$ cat config.mk
export PLATFORM = sky130hd
export DESIGN_NAME = cache_write
export DESIGN_NICKNAME = d
export VERILOG_FILES = /design/src/rtl/cache_pkg.sv /design/src/rtl/store_if.sv /design/src/rtl/store_ctrl.sv /design/src/rtl/line_merge.sv /design/src/rtl/cache_write.sv
export VERILOG_INCLUDE_DIRS = /design/src /design/src/include
export SDC_FILE = /design/constraint.sdc
export NUM_CORES = 1
export LEC_CHECK = 0
export BUFFER_PORTS_ARGS = -buffer_cell sky130_fd_sc_hd__buf_2
export CAP_MARGIN = 20
export CORE_AREA = 2 2 131 133
export CTS_CLUSTER_SIZE = 28
export DETAILED_ROUTE_END_ITERATION = 8
export DIE_AREA = 0 0 133 135
export GPL_TIMING_DRIVEN = 0
export PLACE_DENSITY = 0.58
export SLEW_MARGIN = 40
export SYNTH_ARGS = -nofsm -noshare
export SYNTH_HDL_FRONTEND = slang
export SYNTH_SLANG_ARGS = --single-unit
$ cat constraint.sdc
create_clock -name clk -period 3 [get_ports clk]
set_clock_uncertainty 0.05 [all_clocks]
set_input_delay 0.6 -clock clk [delete_from_list [all_inputs] [get_ports clk]]
set_output_delay 0.6 -clock clk [all_outputs]
set_load 0.05 [all_outputs]
$ cat src/include/cache_consts.svh
`ifndef CACHE_CONSTS_SVH
`define CACHE_CONSTS_SVH

// Core address and store data width
`define ADDR_BITS 32

// One data-array line
`define LINE_BITS 128

// Bytes per line, also the width of the byte-write mask
`define LINE_BYTES 16

// Address split
// Tag sits in bits 31..10
`define TAG_BITS 22
// Index sits in bits 9..4
`define INDEX_BITS 6
// Byte offset inside the line
`define OFFSET_BITS 4

// Access type field
`define TYPE_BITS 3

// Access type codes
`define CACHE_BYTE    3'b000
`define CACHE_HWORD   3'b001
`define CACHE_WORD    3'b010
// Unsigned forms only matter for loads
`define CACHE_BYTE_U  3'b100
`define CACHE_HWORD_U 3'b101

`endif

$ cat src/rtl/cache_pkg.sv
`include "cache_consts.svh"

package cache_pkg;

  // Access size as issued by the core
  typedef enum logic [`TYPE_BITS-1:0] {
    acc_byte    = `CACHE_BYTE,
    acc_hword   = `CACHE_HWORD,
    acc_word    = `CACHE_WORD,
    acc_byte_u  = `CACHE_BYTE_U,
    acc_hword_u = `CACHE_HWORD_U
  } access_t;

  // Store path FSM
  typedef enum logic [2:0] {
    st_idle,
    st_write_mem,
    st_read_array,
    st_check_hit,
    st_write_line
  } store_state_t;

  // Address fields
  typedef logic [`TAG_BITS-1:0]    tag_t;
  typedef logic [`INDEX_BITS-1:0]  index_t;
  typedef logic [`OFFSET_BITS-1:0] offset_t;

  // Core word
  typedef logic [`ADDR_BITS-1:0] word_t;

  // Data-array line and its byte-write mask
  typedef logic [`LINE_BITS-1:0]  line_t;
  // Active low, one bit per byte
  typedef logic [`LINE_BYTES-1:0] byte_mask_t;

endpackage

$ cat src/rtl/store_if.sv
`timescale 1ns/10ps

interface store_if;
  import cache_pkg::*;

  // Captured address fields
  index_t  index;
  tag_t    tag;
  offset_t offset;

  // Captured access type and store data
  access_t dtype;
  word_t   wdata;

  // High only in the line write cycle
  logic    merge_en;

  // Controller side
  modport ctrl (
    output index, tag, offset, dtype, wdata, merge_en
  );

  // Merger side needs the lane info and data only
  modport merge (
    input offset, dtype, wdata, merge_en
  );

endinterface

$ cat src/rtl/store_ctrl.sv
`timescale 1ns/10ps
`include "cache_consts.svh"

module store_ctrl (
  input  logic               clk,
  input  logic               rst,
  // Core side
  input  logic               core_req,
  input  logic               core_write,
  input  cache_pkg::word_t   core_addr,
  input  cache_pkg::word_t   core_in,
  input  cache_pkg::access_t core_type,
  output logic               core_wait,
  // Memory side
  output logic               d_req,
  output logic               d_write,
  output cache_pkg::word_t   d_addr,
  output cache_pkg::word_t   d_in,
  output cache_pkg::access_t d_type,
  input  logic               d_wait,
  // Tag and valid arrays
  input  cache_pkg::tag_t    ta_out,
  input  logic               valid_in,
  output logic               ta_read,
  output logic               ta_write,
  output logic               da_read,
  output logic               valid_read,
  // Captured store towards the merger
  store_if.ctrl              st
);
  import cache_pkg::*;

  store_state_t state;
  store_state_t next_state;

  // Store captured on accept
  word_t   addr_q;
  word_t   data_q;
  access_t type_q;

  // Tag field of the captured address
  tag_t    cap_tag;

  logic    accept;
  logic    hit;

  // New write taken only from idle
  assign accept = (state == st_idle) && core_req && core_write;

  assign cap_tag = addr_q[`ADDR_BITS-1 -: `TAG_BITS];

  // Arrays answer one cycle after the read, so compare in check_hit
  assign hit = valid_in && (ta_out == cap_tag);

  always_ff @(posedge clk or posedge rst)
  begin
    if (rst)
    begin
      state <= st_idle;
    end
    else
    begin
      state <= next_state;
    end
  end

  // Hold the store once the core is stalled
  always_ff @(posedge clk)
  begin
    if (accept)
    begin
      addr_q <= core_addr;
      data_q <= core_in;
      type_q <= core_type;
    end
  end

  always_comb
  begin
    next_state = state;
    case (state)
      st_idle:
      begin
        // Memory may take the write in the accept cycle itself
        if (accept)
        begin
          next_state = d_wait ? st_write_mem : st_read_array;
        end
      end
      st_write_mem:
      begin
        // Wait for memory
        if (!d_wait)
        begin
          next_state = st_read_array;
        end
      end
      st_read_array:
      begin
        next_state = st_check_hit;
      end
      st_check_hit:
      begin
        // Miss leaves the line alone, no allocation
        next_state = hit ? st_write_line : st_idle;
      end
      st_write_line:
      begin
        next_state = st_idle;
      end
      default:
      begin
        next_state = st_idle;
      end
    endcase
  end

  // Core stalled from the accept cycle until back in idle
  assign core_wait = accept || (state != st_idle);

  // Memory request held while memory waits
  assign d_req   = accept || (state == st_write_mem);
  assign d_write = accept || (state == st_write_mem);

  // Straight from the core in the accept cycle, captured copy after
  assign d_addr = (state == st_idle) ? core_addr : addr_q;
  assign d_in   = (state == st_idle) ? core_in   : data_q;
  assign d_type = (state == st_idle) ? core_type : type_q;

  // Single read cycle for tag, valid and data
  assign ta_read    = (state == st_read_array);
  assign da_read    = (state == st_read_array);
  assign valid_read = (state == st_read_array);

  // Tag rewritten with the line on a hit
  assign ta_write = (state == st_write_line);

  // Fields for the merger and the array index
  assign st.index    = addr_q[`OFFSET_BITS +: `INDEX_BITS];
  assign st.tag      = cap_tag;
  assign st.offset   = addr_q[`OFFSET_BITS-1:0];
  assign st.dtype    = type_q;
  assign st.wdata    = data_q;
  assign st.merge_en = (state == st_write_line);

endmodule

$ cat src/rtl/line_merge.sv
`timescale 1ns/10ps

module line_merge (
  // Captured store from the controller
  store_if.merge           st,
  // Placed write data for the data array
  output cache_pkg::line_t      da_in,
  // Byte-write mask, active low
  output cache_pkg::byte_mask_t da_write
);
  import cache_pkg::*;

  // Byte enables before shifting into place
  logic [3:0] lane_en;

  // Data bits that belong to the access size
  word_t      keep;

  // First byte lane touched by the store
  offset_t    lane;

  // Size decode, little-endian lanes
  always_comb
  begin
    lane_en = 4'b0000;
    keep    = '0;
    lane    = st.offset;
    case (st.dtype)
      acc_word:
      begin
        // Word slot from offset bits 3..2
        lane_en = 4'b1111;
        keep    = 32'hffff_ffff;
        lane    = {st.offset[3:2], 2'b00};
      end
      acc_hword,
      acc_hword_u:
      begin
        // Halfword at offset bit 1 times two inside the slot
        lane_en = 4'b0011;
        keep    = 32'h0000_ffff;
        lane    = {st.offset[3:1], 1'b0};
      end
      acc_byte,
      acc_byte_u:
      begin
        // Any byte lane
        lane_en = 4'b0001;
        keep    = 32'h0000_00ff;
        lane    = st.offset;
      end
      default:
      begin
        // Unknown type writes nothing
        lane_en = 4'b0000;
        keep    = '0;
        lane    = '0;
      end
    endcase
  end

  // Only the stored bytes are cleared in the mask
  assign da_write = st.merge_en ? ~(byte_mask_t'(lane_en) << lane) : '1;

  // Data moved to the same lanes, other bytes zero
  assign da_in = st.merge_en ? (line_t'(st.wdata & keep) << {lane, 3'b000}) : '0;

endmodule

$ cat src/rtl/cache_write.sv
`timescale 1ns/10ps

module cache_write (
  input  logic                  clk,
  input  logic                  rst,
  // Core side
  input  logic                  core_req,
  input  logic                  core_write,
  input  cache_pkg::word_t      core_addr,
  input  cache_pkg::word_t      core_in,
  input  cache_pkg::access_t    core_type,
  output logic                  core_wait,
  // Memory side, write-through
  output logic                  d_req,
  output logic                  d_write,
  output cache_pkg::word_t      d_addr,
  output cache_pkg::word_t      d_in,
  output cache_pkg::access_t    d_type,
  input  logic                  d_wait,
  // Tag and valid arrays
  output cache_pkg::index_t     index,
  output cache_pkg::tag_t       ta_in,
  output logic                  ta_read,
  output logic                  ta_write,
  output logic                  valid_read,
  input  cache_pkg::tag_t       ta_out,
  input  logic                  valid_in,
  // Data array, da_write active low per byte
  output cache_pkg::line_t      da_in,
  output cache_pkg::byte_mask_t da_write,
  output logic                  da_read
);

  // Captured store between controller and merger
  store_if st_bus ();

  store_ctrl u_store_ctrl (
    .clk        (clk),
    .rst        (rst),
    .core_req   (core_req),
    .core_write (core_write),
    .core_addr  (core_addr),
    .core_in    (core_in),
    .core_type  (core_type),
    .core_wait  (core_wait),
    .d_req      (d_req),
    .d_write    (d_write),
    .d_addr     (d_addr),
    .d_in       (d_in),
    .d_type     (d_type),
    .d_wait     (d_wait),
    .ta_out     (ta_out),
    .valid_in   (valid_in),
    .ta_read    (ta_read),
    .ta_write   (ta_write),
    .da_read    (da_read),
    .valid_read (valid_read),
    .st         (st_bus.ctrl)
  );

  line_merge u_line_merge (
    .st       (st_bus.merge),
    .da_in    (da_in),
    .da_write (da_write)
  );

  // Array index and tag come from the captured address
  assign index = st_bus.index;
  assign ta_in = st_bus.tag;

endmodule

==> metrics.md <==
| Metric | Value |
|---|---|
| Initial antenna violation count | `0` |
| Initial DRT Pass Iterations | `4` |
| # DRC | `0` |
| Syn_nets | `roughly 520` |
| Worst path arrival time | `~2.3 ns` |
| Flop pwr share | `22.0%` |
| YS warnings | `0` |
| CP startpoint | `u_store_ctrl.st.dtype[2]` |
| Fraction of layout cells with a size suffix above 1 | `69.3%` |
| Hold Fails Final Rpt | `0` |
| FILL cells | `1626` |
| Synth cell types | `46` |
| Pwr dens | `~800 nW/um^2` |
| Area Growth Syn to Fin | `64.0%` |
| GR Overflow Total | `0` |
| Hold Buf Count CTS | `0` |
| Cell area after synthesis | `4470 um^2` |
| Gate power share | `57.1%` |
| Clock net sink count | `70` |
| # diodes | `0` |
| Seq/Total Area, Yosys | `between 40 and 50%` |
| Non-filler cells in the finished layout | `1018` |
| Crit path kind | `flip-flop to output pin` |
| Net Sw Frac | `49.6%` |
| Synth top area cells | `edfxtp_1 (45%), mux2_2 (17%), nor2_1 (9.2%)` |
| Die height | `135 um` |
| CTS tree | `done` |
| Final Critical Period | `2.93 ns` |
| Number of vias per cell | `around 4.6` |
| Vias in the first global route | `4634` |
| Total Wirelength | `between 15 and 20 mm` |
| Final HPWL DP | `15.9 mm` |
| Internal Pwr Total | `about 3.0 mW` |
| GR Util All Layers | `21.4%` |
| Worst setup path endpoint | `da_in[69]` |
| Worst-margin pin slew | `around 0.60 ns` |
| Vias | `between 4000 and 5000` |
| Switching pwr | `2.95 mW` |
| Clock share of power | `20.9%` |
| Clk_lat worst skew | `~0.34 ns` |
| Clock transition at the registers of the reported paths | `0.06 ns` |
| Max Slew Vio Count | `0` |
| Post-Syn Area per Cell | `10.5 um^2` |
| IO Pins | `341` |
| RePlAce Congestion | `0.852` |
| Tightest Hold Check Type | `primary input to asynchronous set/reset pin` |
| Fraction of registers with async set/reset | `~4.3%` |
| First-pass GRT wire length | `28.6 mm` |
| DIE AREA | `roughly 18000 um^2` |
| Setup Viol. Count Final | `0` |
| R2r startpoint | `u_store_ctrl.state[1]` |
| Worst Setup Start Kind | `flip-flop` |
| Post-Synthesis Cells | `426` |
| Critical path capture point type | `output pin` |
| Worst Reg-to-Reg Cells | `7` |
| RSZ-0062 raised after global routing | `true` |
| FF+latch count, synth | `70` |
| EDFF count, synth | `67` |
| Max-cap violations | `0` |
| Largest net degree at the start of global routing | `25` |
| Core ar. | `between 15000 and 20000 um^2` |
| R2r endpoint | `u_store_ctrl.st.wdata[7]` |
| Maximum vdd drop | `0.483 mV` |
| Clk Tree Root Cell | `clkbuf_16` |
| Clock Tree Buf Depth | `2` |
| Port bufs | `340` |
| Rows | `47` |
| 1st-iter DRT viols | `around 230` |
| Max FO, Critical Path | `10` |
| Final ANT Viol Nets | `0` |
| Final setup TNS | `0 ns` |
| Relative slew slack | `about 60%` |
| Die X | `133 um` |
| Synth area leader | `edfxtp_1` |
| Status | `finished, final reports clean` |
| Post-synth top area share | `between 40% and 50%` |
| Average routed wire per standard cell | `19.4 um` |
| Post-layout nets | `888` |
| Max H-tree Level | `3` |
| Final Cycle Share | `97.7%` |
| Clock buffer count from CTS | `9` |
| CP required | `2.35 ns` |
| Reg2Reg Setup Slack | `0.63 ns` |
| DP Cell Count | `between 900 and 1000` |
| Initial core utilization | `27.2%` |
| Ys flop type | `edfxtp_1` |
| Max Freq | `341 MHz` |
| Leak | `3.25 nW` |
## power by group through the flow
stage          clock network (mW)  registers (mW)  logic [mW]
3_3_place_gp                    0            1.33        3.32
4_1_cts                      1.26            1.31        3.39
6_report                     1.24            1.31        3.40
2_1_floorplan                   0            1.42        2.45
3_5_place_dp                    0            1.33        3.35
5_1_grt                      1.29            1.33        3.55
## cell type report
cell class	count	area [um^2]	share of cell area, %
Multi-Input combinational cell	324	2490	33.9
Sequential cell	70	2090	28.5
Timing Repair Buffer	357	1960	26.8
Tap cell	220	275	3.75
Clock buffer	10	229	3.12
Buffer	25	160	2.18
Clock inverter	6	110	1.50
Inverter	6	22.5	0.307
## logic make-up after synthesis
logic type | after synthesis | share of synthesized area (%)
flip-flops | 70 | 46.7
buffers and inverters | 32 | 3.78
multiplexers | 67 | 16.8
AND/OR/NAND/NOR | 189 | 20.4
AO/OA/AOI/OAI | 46 | 7.98
XOR/XNOR | 22 | 4.31
## worst max-delay path, stage by stage (launching register included)
cell and delay [ns]:
edfxtp_1 0.44, o21ai_2 0.26, buf_6 0.20, nand3_1 0.22, nor3_4 0.29, buf_12 0.15, and2_1 0.11, buf_2 0.26
## synthesized netlist by cell type, types with 5 or more instances
cell and number:
buf_4 5, edfxtp_1 67, buf_2 12, nand3_1 6, a22oi_1 21, xnor2_1 11, xor2_1 11, nor2_1 110
a22o_1 7, mux2_2 66, clkbuf_1 7, nand2_1 19, and2_1 23
## layout by cell type (no fill, tap or decap), drive strengths merged, types with 4 or more instances in the layout
| cell type | Yosys | layout |
|---|---|---|
| clkbuf | 7 | 29 |
| nor3 | 5 | 5 |
| xnor2 | 11 | 11 |
| edfxtp | 67 | 67 |
| nand4 | 4 | 4 |
| buf | 19 | 363 |
| a22oi | 21 | 21 |
| nand3 | 6 | 6 |
| a22o | 7 | 7 |
| mux2 | 66 | 66 |
| nand2 | 22 | 22 |
| inv | 6 | 6 |
| nor4 | 4 | 4 |
| nor2 | 110 | 110 |
| o21ai | 5 | 5 |
| xor2 | 11 | 11 |
| and2 | 23 | 23 |
## sequential cells by signal (all words and copies together), names as in the netlist
register,count
u_store_ctrl.state,3
u_store_ctrl.st.dtype,3
u_store_ctrl.st.wdata,32
u_store_ctrl.addr_q,32
## stage by stage
stage | utilization [%] | instance area, um^2 | hold slack (ns) | setup WS [ns] | power, mW
global placement | 40.2 | 6600 | 0.422 | -0.258 | 4.66
global route | 44.7 | 7330 | 0.0718 | -0.0201 | 6.17
floorplan | - | 4620 | 0.304 | -0.167 | 3.87
CTS | 43.8 | 7180 | 0.0584 | -0.0414 | 5.96
detailed placement | 40.5 | 6650 | 0.429 | -0.0846 | 4.68
finish | 44.7 | 7330 | 0.0701 | 0.0702 | 5.95
## worst min-delay path by stage
| stage | from | to | slack, ns | cells after the start |
|---|---|---|---|---|
| 2_1_floorplan | rst | u_store_ctrl.state[0] | 0.30 | 1 |
| 3_3_place_gp | rst | u_store_ctrl.state[2] | 0.42 | 2 |
| 3_5_place_dp | rst | u_store_ctrl.state[2] | 0.43 | 2 |
| 4_1_cts | rst | u_store_ctrl.state[2] | 0.06 | 2 |
| 5_1_grt | rst | u_store_ctrl.state[1] | 0.07 | 2 |
| 6_report | rst | u_store_ctrl.state[2] | 0.07 | 2 |
## routing by layer
layer  global-route usage, %  vias up  wire length [um]
met1                    25.1     2203              8000
met4                    8.12        0               526
met2                    37.9      210              9900
li1                        -     2262                 -
met5                       0        -                 0
met3                    5.41       27              1330
## timing repair
action | in CTS | in global routing
setup endpoints to repair | 177 | 159
pin swaps | 2 | 3
gates resized for setup | 39 | 27
setup buffers | 7 | 8
(Power assumes the default switching activity.)
